### src/hw/core_pkg.sv
package core_pkg;

    typedef logic [31:0] word_t;
    typedef logic [4:0]  reg_addr_t;

    typedef enum logic [3:0] {
        alu_add,
        alu_sub,
        alu_sll,
        alu_srl,
        alu_sra,
        alu_xor,
        alu_and,
        alu_or,
        alu_slt,
        alu_sltu,
        alu_pass_b
    } alu_op_t;

    typedef enum logic [3:0] {
        class_alu_reg,
        class_alu_imm,
        class_lui,
        class_jal,
        class_jalr,
        class_branch,
        class_load,
        class_store,
        class_halt,
        class_illegal
    } insn_class_t;

    // immediate is already sign-extended and picked for the class
    typedef struct packed {
        insn_class_t insn_class;
        alu_op_t     alu_op;
        reg_addr_t   rs1;
        reg_addr_t   rs2;
        reg_addr_t   rd;
        logic [2:0]  funct3;
        word_t       imm;
    } decoded_t;

    typedef enum logic [3:0] {
        state_init,
        state_fetch,
        state_fetch2,
        state_decode,
        state_execute,
        state_load,
        state_load2,
        state_store,
        state_retire,
        state_halted
    } state_t;

    // RV32I major opcodes
    localparam logic [6:0] opcode_lui     = 7'b0110111;
    localparam logic [6:0] opcode_jal     = 7'b1101111;
    localparam logic [6:0] opcode_jalr    = 7'b1100111;
    localparam logic [6:0] opcode_branch  = 7'b1100011;
    localparam logic [6:0] opcode_load    = 7'b0000011;
    localparam logic [6:0] opcode_store   = 7'b0100011;
    localparam logic [6:0] opcode_alu_imm = 7'b0010011;
    localparam logic [6:0] opcode_alu_reg = 7'b0110011;
    localparam logic [6:0] opcode_system  = 7'b1110011;

endpackage

### src/hw/reg_port_if.sv
`timescale 1ns/1ps

interface reg_port_if;
    import core_pkg::*;

    // read side, combinational
    reg_addr_t rs1_addr;
    reg_addr_t rs2_addr;
    word_t     rs1_data;
    word_t     rs2_data;

    // write side, takes effect on the clock edge
    logic      write;
    reg_addr_t rd_addr;
    word_t     rd_data;

    modport bank (
        input  rs1_addr, rs2_addr, write, rd_addr, rd_data,
        output rs1_data, rs2_data
    );

    modport core (
        output rs1_addr, rs2_addr, write, rd_addr, rd_data,
        input  rs1_data, rs2_data
    );

endinterface

### src/hw/register_file.sv
`timescale 1ns/1ps

module register_file (
    input logic      clock,
    reg_port_if.bank port
);
    import core_pkg::*;

    // x0 has no storage
    word_t bank [1:31];

    always_ff @(posedge clock) begin
        if (port.write && port.rd_addr != 5'd0) begin
            bank[port.rd_addr] <= port.rd_data;
        end
    end

    // x0 always reads as zero
    assign port.rs1_data = (port.rs1_addr == 5'd0) ? '0 : bank[port.rs1_addr];
    assign port.rs2_data = (port.rs2_addr == 5'd0) ? '0 : bank[port.rs2_addr];

    // the retire logic must never hand over an undefined result
    write_data_known: assert property (
        @(posedge clock) port.write |-> !$isunknown(port.rd_data)
    ) else $error("register write to x%0d with unknown data", port.rd_addr);

endmodule

### src/hw/decoder.sv
`timescale 1ns/1ps

module decoder (
    input  core_pkg::word_t    instruction,
    output core_pkg::decoded_t decoded
);
    import core_pkg::*;

    logic [6:0] opcode;
    logic [2:0] funct3;
    logic       alt;
    word_t      imm_i;
    word_t      imm_s;
    word_t      imm_b;
    word_t      imm_u;
    word_t      imm_j;
    alu_op_t    arith_op;

    assign opcode = instruction[6:0];
    assign funct3 = instruction[14:12];
    // bit 30 selects sub and sra
    assign alt    = instruction[30];

    assign imm_i = {{20{instruction[31]}}, instruction[31:20]};
    assign imm_s = {{20{instruction[31]}}, instruction[31:25], instruction[11:7]};
    assign imm_b = {{19{instruction[31]}}, instruction[31], instruction[7],
                    instruction[30:25], instruction[11:8], 1'b0};
    assign imm_u = {instruction[31:12], 12'b0};
    assign imm_j = {{11{instruction[31]}}, instruction[31], instruction[19:12],
                    instruction[20], instruction[30:21], 1'b0};

    // shared by register and immediate forms
    always_comb begin
        case (funct3)
            3'd0:    arith_op = (opcode == opcode_alu_reg && alt) ? alu_sub : alu_add;
            3'd1:    arith_op = alu_sll;
            3'd2:    arith_op = alu_slt;
            3'd3:    arith_op = alu_sltu;
            3'd4:    arith_op = alu_xor;
            3'd5:    arith_op = alt ? alu_sra : alu_srl;
            3'd6:    arith_op = alu_or;
            default: arith_op = alu_and;
        endcase
    end

    always_comb begin
        decoded.rs1        = instruction[19:15];
        decoded.rs2        = instruction[24:20];
        decoded.rd         = instruction[11:7];
        decoded.funct3     = funct3;
        decoded.alu_op     = alu_add;
        decoded.imm        = imm_i;
        decoded.insn_class = class_illegal;
        case (opcode)
            opcode_alu_reg: begin
                decoded.insn_class = class_alu_reg;
                decoded.alu_op     = arith_op;
            end
            opcode_alu_imm: begin
                decoded.insn_class = class_alu_imm;
                decoded.alu_op     = arith_op;
                // shift amount sits where the low immediate bits are
                if (funct3 == 3'd1 || funct3 == 3'd5) begin
                    decoded.imm = {27'b0, instruction[24:20]};
                end
            end
            opcode_lui: begin
                decoded.insn_class = class_lui;
                decoded.alu_op     = alu_pass_b;
                decoded.imm        = imm_u;
            end
            opcode_jal: begin
                decoded.insn_class = class_jal;
                decoded.imm        = imm_j;
            end
            opcode_jalr:   decoded.insn_class = class_jalr;
            opcode_branch: begin
                decoded.insn_class = class_branch;
                decoded.imm        = imm_b;
            end
            opcode_load:   decoded.insn_class = class_load;
            opcode_store: begin
                decoded.insn_class = class_store;
                decoded.imm        = imm_s;
            end
            // only the halt form of the system opcode is supported
            opcode_system: begin
                decoded.insn_class = (instruction[31:20] == 12'd1) ? class_halt : class_illegal;
            end
            default:       decoded.insn_class = class_illegal;
        endcase
    end

endmodule

### src/hw/alu.sv
`timescale 1ns/1ps

module alu (
    input  core_pkg::decoded_t decoded,
    input  core_pkg::word_t    pc,
    input  core_pkg::word_t    rs1_data,
    input  core_pkg::word_t    rs2_data,
    output core_pkg::word_t    result,
    output logic               branch_taken
);
    import core_pkg::*;

    word_t operand_a;
    word_t operand_b;
    logic  is_shift;

    assign is_shift = decoded.alu_op inside {alu_sll, alu_srl, alu_sra};

    // jal and branch targets are pc relative
    assign operand_a = (decoded.insn_class inside {class_jal, class_branch}) ? pc : rs1_data;

    // register shifts use only the low five bits of rs2
    always_comb begin
        if (decoded.insn_class == class_alu_reg) begin
            operand_b = is_shift ? {27'b0, rs2_data[4:0]} : rs2_data;
        end else begin
            operand_b = decoded.imm;
        end
    end

    always_comb begin
        case (decoded.alu_op)
            alu_add:    result = operand_a + operand_b;
            alu_sub:    result = operand_a - operand_b;
            alu_sll:    result = operand_a << operand_b;
            alu_srl:    result = operand_a >> operand_b;
            alu_sra:    result = word_t'($signed(operand_a) >>> operand_b);
            alu_xor:    result = operand_a ^ operand_b;
            alu_and:    result = operand_a & operand_b;
            alu_or:     result = operand_a | operand_b;
            alu_slt:    result = {31'b0, $signed(operand_a) < $signed(operand_b)};
            alu_sltu:   result = {31'b0, operand_a < operand_b};
            alu_pass_b: result = operand_b;
            default:    result = '0;
        endcase
    end

    // branch compares always use the register values
    always_comb begin
        case (decoded.funct3)
            3'd0:    branch_taken = rs1_data == rs2_data;
            3'd1:    branch_taken = rs1_data != rs2_data;
            3'd4:    branch_taken = $signed(rs1_data) < $signed(rs2_data);
            3'd5:    branch_taken = $signed(rs1_data) >= $signed(rs2_data);
            3'd6:    branch_taken = rs1_data < rs2_data;
            3'd7:    branch_taken = rs1_data >= rs2_data;
            default: branch_taken = 1'b0;
        endcase
        if (decoded.insn_class != class_branch) begin
            branch_taken = 1'b0;
        end
    end

    // decoder must only hand over defined operations for a legal word
    always_comb begin
        if (decoded.insn_class != class_illegal) begin
            assert (decoded.alu_op inside {[alu_add:alu_pass_b]})
                else $error("alu operation %0d outside the defined set", decoded.alu_op);
        end
    end

endmodule

### src/hw/control_fsm.sv
`timescale 1ns/1ps

module control_fsm #(
    parameter int address_width = 16
) (
    input  logic                     clock,
    input  logic                     reset_n,
    input  logic                     run,
    input  core_pkg::decoded_t       decoded,
    input  core_pkg::word_t          alu_result,
    input  logic                     branch_taken,
    input  core_pkg::word_t          rs2_data,
    input  core_pkg::word_t          inst_ram_read_result,
    input  core_pkg::word_t          data_ram_read_result,
    output core_pkg::word_t          instruction,
    output core_pkg::word_t          pc,
    output logic                     rd_write,
    output core_pkg::reg_addr_t      rd_addr,
    output core_pkg::word_t          rd_data,
    output logic [address_width-1:0] inst_ram_address,
    output logic [address_width-1:0] data_ram_address,
    output core_pkg::word_t          data_ram_write_data,
    output logic                     data_ram_write,
    output logic                     halted,
    output logic                     exception
);
    import core_pkg::*;

    state_t state;
    word_t  next_pc;
    logic   writes_rd;
    logic   is_jump;

    assign is_jump   = decoded.insn_class inside {class_jal, class_jalr};
    assign writes_rd = decoded.insn_class inside {class_alu_reg, class_alu_imm, class_lui,
                                                  class_jal, class_jalr, class_load};

    // target of jal/jalr is forced to even
    always_comb begin
        if (is_jump) begin
            next_pc = {alu_result[31:1], 1'b0};
        end else if (branch_taken) begin
            next_pc = alu_result;
        end else begin
            next_pc = pc + 32'd4;
        end
    end

    // register write happens at the edge that ends retire
    assign rd_write = run && (state == state_retire) && writes_rd;
    assign rd_addr  = decoded.rd;
    assign rd_data  = is_jump ? pc + 32'd4 :
                      (decoded.insn_class == class_load) ? data_ram_read_result :
                      alu_result;

    always_ff @(posedge clock) begin
        if (!reset_n) begin
            state            <= state_init;
            pc               <= '0;
            inst_ram_address <= '0;
            data_ram_write   <= 1'b0;
            halted           <= 1'b0;
            exception        <= 1'b0;
        end else if (run) begin
            case (state)
                state_init: begin
                    pc    <= '0;
                    state <= state_fetch;
                end
                state_fetch: begin
                    inst_ram_address <= pc[address_width-1:0];
                    state            <= state_fetch2;
                end
                // memory answers during fetch2
                state_fetch2:  state <= state_decode;
                state_decode:  state <= state_execute;
                state_execute: begin
                    if (decoded.insn_class inside {class_halt, class_illegal}) begin
                        halted    <= 1'b1;
                        exception <= decoded.insn_class == class_illegal;
                        state     <= state_halted;
                    end else if (decoded.insn_class == class_load) begin
                        state <= state_load;
                    end else if (decoded.insn_class == class_store) begin
                        state <= state_store;
                    end else begin
                        state <= state_retire;
                    end
                end
                state_load:  state <= state_load2;
                state_load2: state <= state_retire;
                state_store: begin
                    data_ram_write <= 1'b1;
                    state          <= state_retire;
                end
                state_retire: begin
                    data_ram_write <= 1'b0;
                    pc             <= next_pc;
                    state          <= state_fetch;
                end
                state_halted: state <= state_halted;
                default:      state <= state_init;
            endcase
        end
    end

    // instruction latch and memory payload
    always_ff @(posedge clock) begin
        if (run) begin
            case (state)
                state_decode: instruction <= inst_ram_read_result;
                state_load:   data_ram_address <= alu_result[address_width-1:0];
                state_store: begin
                    data_ram_address    <= alu_result[address_width-1:0];
                    data_ram_write_data <= rs2_data;
                end
                default: begin
                end
            endcase
        end
    end

    write_single_cycle: assert property (
        @(posedge clock) disable iff (!reset_n) data_ram_write && run |=> !data_ram_write
    ) else $error("data_ram_write high for more than one running cycle");

    halted_sticky: assert property (
        @(posedge clock) halted && reset_n |=> halted
    ) else $error("halted dropped without a reset");

endmodule

### src/hw/shader_core.sv
`timescale 1ns/1ps

module shader_core #(
    parameter int address_width = 16
) (
    input  logic                     clock,
    input  logic                     reset_n,
    input  logic                     run,
    input  core_pkg::word_t          inst_ram_read_result,
    input  core_pkg::word_t          data_ram_read_result,
    output logic                     halted,
    output logic                     exception,
    output logic [address_width-1:0] inst_ram_address,
    output logic [address_width-1:0] data_ram_address,
    output core_pkg::word_t          data_ram_write_data,
    output logic                     data_ram_write
);
    import core_pkg::*;

    word_t     instruction;
    decoded_t  decoded;
    word_t     pc;
    word_t     alu_result;
    logic      branch_taken;
    logic      rd_write;
    reg_addr_t rd_addr;
    word_t     rd_data;

    reg_port_if reg_port ();

    // register addresses come straight from the decoded word
    assign reg_port.rs1_addr = decoded.rs1;
    assign reg_port.rs2_addr = decoded.rs2;
    assign reg_port.write    = rd_write;
    assign reg_port.rd_addr  = rd_addr;
    assign reg_port.rd_data  = rd_data;

    register_file u_register_file (
        .clock (clock),
        .port  (reg_port.bank)
    );

    decoder u_decoder (
        .instruction (instruction),
        .decoded     (decoded)
    );

    alu u_alu (
        .decoded      (decoded),
        .pc           (pc),
        .rs1_data     (reg_port.rs1_data),
        .rs2_data     (reg_port.rs2_data),
        .result       (alu_result),
        .branch_taken (branch_taken)
    );

    control_fsm #(
        .address_width (address_width)
    ) u_control_fsm (
        .clock                (clock),
        .reset_n              (reset_n),
        .run                  (run),
        .decoded              (decoded),
        .alu_result           (alu_result),
        .branch_taken         (branch_taken),
        .rs2_data             (reg_port.rs2_data),
        .inst_ram_read_result (inst_ram_read_result),
        .data_ram_read_result (data_ram_read_result),
        .instruction          (instruction),
        .pc                   (pc),
        .rd_write             (rd_write),
        .rd_addr              (rd_addr),
        .rd_data              (rd_data),
        .inst_ram_address     (inst_ram_address),
        .data_ram_address     (data_ram_address),
        .data_ram_write_data  (data_ram_write_data),
        .data_ram_write       (data_ram_write),
        .halted               (halted),
        .exception            (exception)
    );

endmodule

### config.mk
export PLATFORM = sky130hd
export DESIGN_NAME = shader_core
export DESIGN_NICKNAME = d
export VERILOG_FILES = /design/src/hw/core_pkg.sv /design/src/hw/reg_port_if.sv /design/src/hw/register_file.sv /design/src/hw/decoder.sv /design/src/hw/alu.sv /design/src/hw/control_fsm.sv /design/src/hw/shader_core.sv
export SDC_FILE = /design/constraint.sdc
export NUM_CORES = 2
export LEC_CHECK = 0
export BUFFER_PORTS_ARGS = -buffer_cell sky130_fd_sc_hd__clkbuf_2
export CORE_MARGIN = 3
export CORE_UTILIZATION = 58
export DETAILED_ROUTE_END_ITERATION = 8
export PLACE_DENSITY = 0.76
export SETUP_SLACK_MARGIN = 0.15
export SLEW_MARGIN = 30
export SYNTH_ARGS = -nofsm -noshare
export SYNTH_HDL_FRONTEND = slang
export SYNTH_SLANG_ARGS = --single-unit
export TNS_END_PERCENT = 30
### constraint.sdc
create_clock -name clock -period 6.54 [get_ports clock]
set_input_delay 0.327 -clock clock [delete_from_list [all_inputs] [get_ports clock]]
set_output_delay 0.327 -clock clock [all_outputs]
set_load 0.01 [all_outputs]
==> results by group, run 1 <==
Floorplan
  – Row count: 122
  – Die height: 341.4 um
  – Initial Util: 0.5870
  – Boundary pin count: 134
  – Die outline width: 341.4 um

Yosys
  – Syn_nets: 5244
  – Async S/R FF share, synth: 0
  – Netlist cell types: 121
  – Leading area contributor after synthesis: edfxtp_1
  – Synth Warn #: 0
  – Top cells by area, synth: edfxtp_1 49%, mux4_2 12%, mux2i_1 4.7%
  – Post-synth top flop: edfxtp_1
  – Cell Area, Synth: 0.06523 sq mm
  – Yosys reg bits: 1137
  – Top cell type's share of synthesized area: 0.4935
  – Number of synthesized flops with an enable pin: 1072
  – Cells after Synth: 5054
  – Seq/Total Area, Yosys: 0.5134
  – Syn avg cell area: 12.91 sq um

Clock tree
  – Root buf cell: clkbuf_16
  – H-tree Lvls: 3
  – CTS max path bufs: 3
  – Num CTS Buffers: 112
  – Clock net sink count: 1137

Status
  – Stopped at: global routing
  – Err: [ERROR GRT-0232] Routing congestion too high. Check the congestion heatmap in the GUI.
  – Status: stopped before the end

Global routing
  – Grt total ovfl: 206
  – GRT Util Overall: 0.7679
  – Largest net degree at the start of global routing: 99

Place
  – IO buf count: 133
  – Routability cong.: 1.108
  – Hpwl dp: 225900 um
  – Placed Instances: 7137
==> per-layer routing <==
metal / GRT overflow / GRT usage
met4: 87 / 0.7502
met5: 2 / 0.3854
met3: 5 / 0.6297
met1: 3 / 0.7780
met2: 109 / 0.9088
==> logic make-up after synthesis <==
logic type               synth area share
flip-flops                         0.5134
AND/OR/NAND/NOR                   0.08836
XOR/XNOR                         0.006176
adder cells (fa/ha/maj)           0.02382
AO/OA/AOI/OAI                      0.1317
buffers and inverters             0.04141
multiplexers                       0.1951
==> synthesized netlist by cell type (30+ instances only) <==
master / count
edfxtp_1: 1072
nor2_1: 384
mux4_2: 361
nand2_1: 344
mux2i_1: 306
a21oi_1: 248
o21ai_0: 187
clkbuf_1: 155
o22ai_1: 134
inv_1: 133
ha_1: 121
nand3_1: 95
nor3_1: 86
buf_2: 82
a211oi_1: 76
mux2_2: 71
dfxtp_1: 65
a22oi_1: 56
buf_4: 54
a31oi_1: 51
buf_6: 51
and2_1: 46
o221ai_1: 46
nor2b_1: 40
nor4_1: 40
o211ai_1: 40
a21o_1: 37
a211o_1: 34
nand4_1: 30
==> repair_timing <==
| item | in CTS |
|---|---|
| resized for setup | 66 |
| gates cloned | 8 |
| setup buffers | 12 |
| endpoints found under the setup margin | 955 |
| pin swaps | 6 |
| hold buffers | 34 |
| hold endpoints to repair | 42 |
==> metrics by stage <==
stage | setup WS [ps] | area [sq um]
2_1_floorplan | 38.85 | 65260
3_3_place_gp | -428.6 | 73250
3_5_place_dp | -398.1 | 73260
4_1_cts | 152.1 | 77880
==> run 2, diff against run 1 <==
--- a/config.mk
+++ b/config.mk
@@ -7,10 +7,9 @@
 export LEC_CHECK = 0
 export BUFFER_PORTS_ARGS = -buffer_cell sky130_fd_sc_hd__clkbuf_2
 export CORE_MARGIN = 3
-export CORE_UTILIZATION = 58
+export CORE_UTILIZATION = 40
 export DETAILED_ROUTE_END_ITERATION = 8
-export PLACE_DENSITY = 0.76
-export SETUP_SLACK_MARGIN = 0.15
+export PLACE_DENSITY_LB_ADDON = 0.15
 export SLEW_MARGIN = 30
 export SYNTH_ARGS = -nofsm -noshare
 export SYNTH_HDL_FRONTEND = slang
==> constraint.sdc (replaced) <==
create_clock -name clock -period 8.5 [get_ports clock]
set_input_delay 0.425 -clock clock [delete_from_list [all_inputs] [get_ports clock]]
set_output_delay 0.425 -clock clock [all_outputs]
set_load 0.01 [all_outputs]
==> run 2 against run 1 <==
The run now ends clean. Synthesized area is the same. Synthesized cell count did not move.
==> results by group, run 2 <==
Power and ir drop
  – PwrDens: 168.3 mW/mm^2
  – Leakage: 25.88 nW
  – Final Power: 12.56 mW
  – Peak VDD IR: 0.0002175 V

Route
  – WL/cell: 41.74 um
  – Vias after detailed routing: 52079
  – DRC errors left: 0
  – Post-DRT Antenna Nets: 0
  – Via-per-instance ratio: 6.860
  – WL final: 316900 um
  – First-pass detailed-route iteration total: 9
  – Initial drt markers: 7258

Yosys
  – Netlist cell types: 121
  – Top cell type's share of synthesized area: 0.4935
  – Cell Area, Synth: 0.06523 sq mm
  – Top cells by area, synth: edfxtp_1 49%, mux4_2 12%, mux2i_1 4.7%
  – Yosys reg bits: 1137
  – Syn avg cell area: 12.91 sq um
  – Leading area contributor after synthesis: edfxtp_1
  – Number of synthesized flops with an enable pin: 1072
  – Syn_nets: 5244
  – Post-synth top flop: edfxtp_1
  – Async S/R FF share, synth: 0
  – Synth cell count leaders: 1072 x edfxtp_1, 384 x nor2_1, 361 x mux4_2, 344 x nand2_1, 306 x mux2i_1
  – Count leader, synth: edfxtp_1
  – Synth Warn #: 0
  – Cells after Synth: 5054
  – Seq/Total Area, Yosys: 0.5134

Place
  – Placed Instances: 7315
  – IO buf count: 133
  – Hpwl dp: 224200 um
  – Routability cong.: 1.047
  – DP Worst Slack: 866.7 ps

Final layout
  – Commonest non-fill, non-tap cell in the layout: edfxtp_1
  – Reg with most FFs: u_register_file.bank
  – Commonest cells after routing, fill and taps aside: 1072 x edfxtp_1, 361 x mux4_2, 343 x nand2_1, 343 x nor2_1, 307 x buf_4
  – Max reg flops: 992
  – Final Non-Filler Cells: 7592
  – Layout cell share with drive strength beyond 1: 0.2359
  – Net count, final: 5511
  – Area delta synth->final: 14.41%

Clock tree
  – Clock net sink count: 1137
  – Num CTS Buffers: 130
  – Clk slew on worst S/H paths: 60 ps
  – Root buf cell: clkbuf_16
  – CTS max path bufs: 3
  – H-tree Lvls: 4
  – Worst-Skew Late Latency: 800 ps
  – CTS tree: yes

STA
  – Max Clock Skew: 64.76 ps
  – Slew Viols, Final: 0
  – Worst slew margin: 0.2098
  – Final setup fails: 0
  – Min Tclk post-route: 7818 ps
  – Max Clk Rate: 127.9 MHz
  – RSZ-0062 raised after global routing: false
  – Worst Max-Slew Pin Slew: 1173 ps
  – Hold_ws: 358.7 ps
  – Final Worst Setup Slack: 682.0 ps
  – Final hold vios: 0
  – Fin crit share: 0.9198
  – TNS Setup: 0 ps

Worst hold path
  – HP Class: in2reg

Critical path
  – CP max FO: 31
  – Worst reg2reg setup slack: 680 ps
  – Setup CP Type: reg2reg
  – Max incr delay on CP: 860 ps
  – Critical Path Start Type: flop
  – Worst path bufs/invs: 7
  – CP top delay family: compound AO/OA/AOI/OAI gates
  – Worst Path Arrival: 8320 ps
  – Critical Path End Type: flop
  – CP Data Required Time: 9000 ps
  – Slowest cell on the critical path: nor4_1

Global routing
  – GRT Util Overall: 0.3696
  – Initial antenna violation count: 21
  – Vias in the first global route: 49414
  – Grt total ovfl: 0
  – Largest net degree at the start of global routing: 62
  – First-pass GRT wire length: 425700 um

Run
  – Max-cap viol count: 0

Floorplan
  – Initial Util: 0.4044
  – Boundary pin count: 134
  – Die height: 409.8 um
  – Core area: 0.1613 sq mm
  – Row count: 147
  – Die outline width: 409.8 um
  – Die area: 0.1680 sq mm

Status
  – Status: finished, final reports clean
## run 2: kinds of logic after synthesis
family	synth area share
buf+inv	0.04141
simple gates	0.08836
flops	0.5134
xor+xnor	0.006176
fa+ha+maj	0.02382
compound gates	0.1317
mux	0.1951
## run 2: report_power, final
part | internal (mW) | switching [mW] | total [mW]
Combinational | 0.220 | 0.484 | 0.704
Clock | 3.26 | 2.44 | 5.71
Sequential | 6.14 | 0.0125 | 6.15
## run 2: routing by layer
layer,wire length [um],part of all wire,global-route usage
met1,113700,0.36,0.4501
met2,147800,0.47,0.5928
met3,29210,0.092,0.07680
met4,26170,0.083,0.2490
met5,82,0.00026,0
## run 2: cell type report
class                           count  area, sq um
Tap cell                         2160         2703
Antenna cell                       11        27.53
Clock inverter                     74        837.1
Inverter                          145        544.3
Clock buffer                      158         3421
Timing Repair Buffer              504         3956
Sequential cell                  1137        33520
Fill cell                       14463        86670
Multi-Input combinational cell   3403        29630
## run 2: worst paths after layout
path / startpoint / endpoint / cells after the start
max: flop / u_register_file.bank[8][31]$_DFFE_PP_ / 27
min: inst_ram_read_result[28] / u_control_fsm.instruction[28]$_DFFE_PP_ / 2
max reg2reg: flop / u_register_file.bank[8][31]$_DFFE_PP_ / 27
min reg2reg: u_control_fsm.inst_ram_address[4]$_SDFFE_PN0P_ / u_control_fsm.inst_ram_address[4]$_SDFFE_PN0P_ / 2
## run 2: timing repair
item                       4_1_cts  5_1_grt
hold buffers                    34        0
gates resized for setup          0        0
hold endpoints to repair        44        0
setup endpoints to repair        0        0
buffers inserted                 0        0
## run 2: through the flow
step,utilization,cell area [sq um]
after floorplan,-,65230
after global placement,0.4321,69710
after detailed placement,0.4339,69980
after CTS,0.4624,74580
after global routing,0.4625,74610
final,0.4627,74640
(Power assumes the default switching activity.)
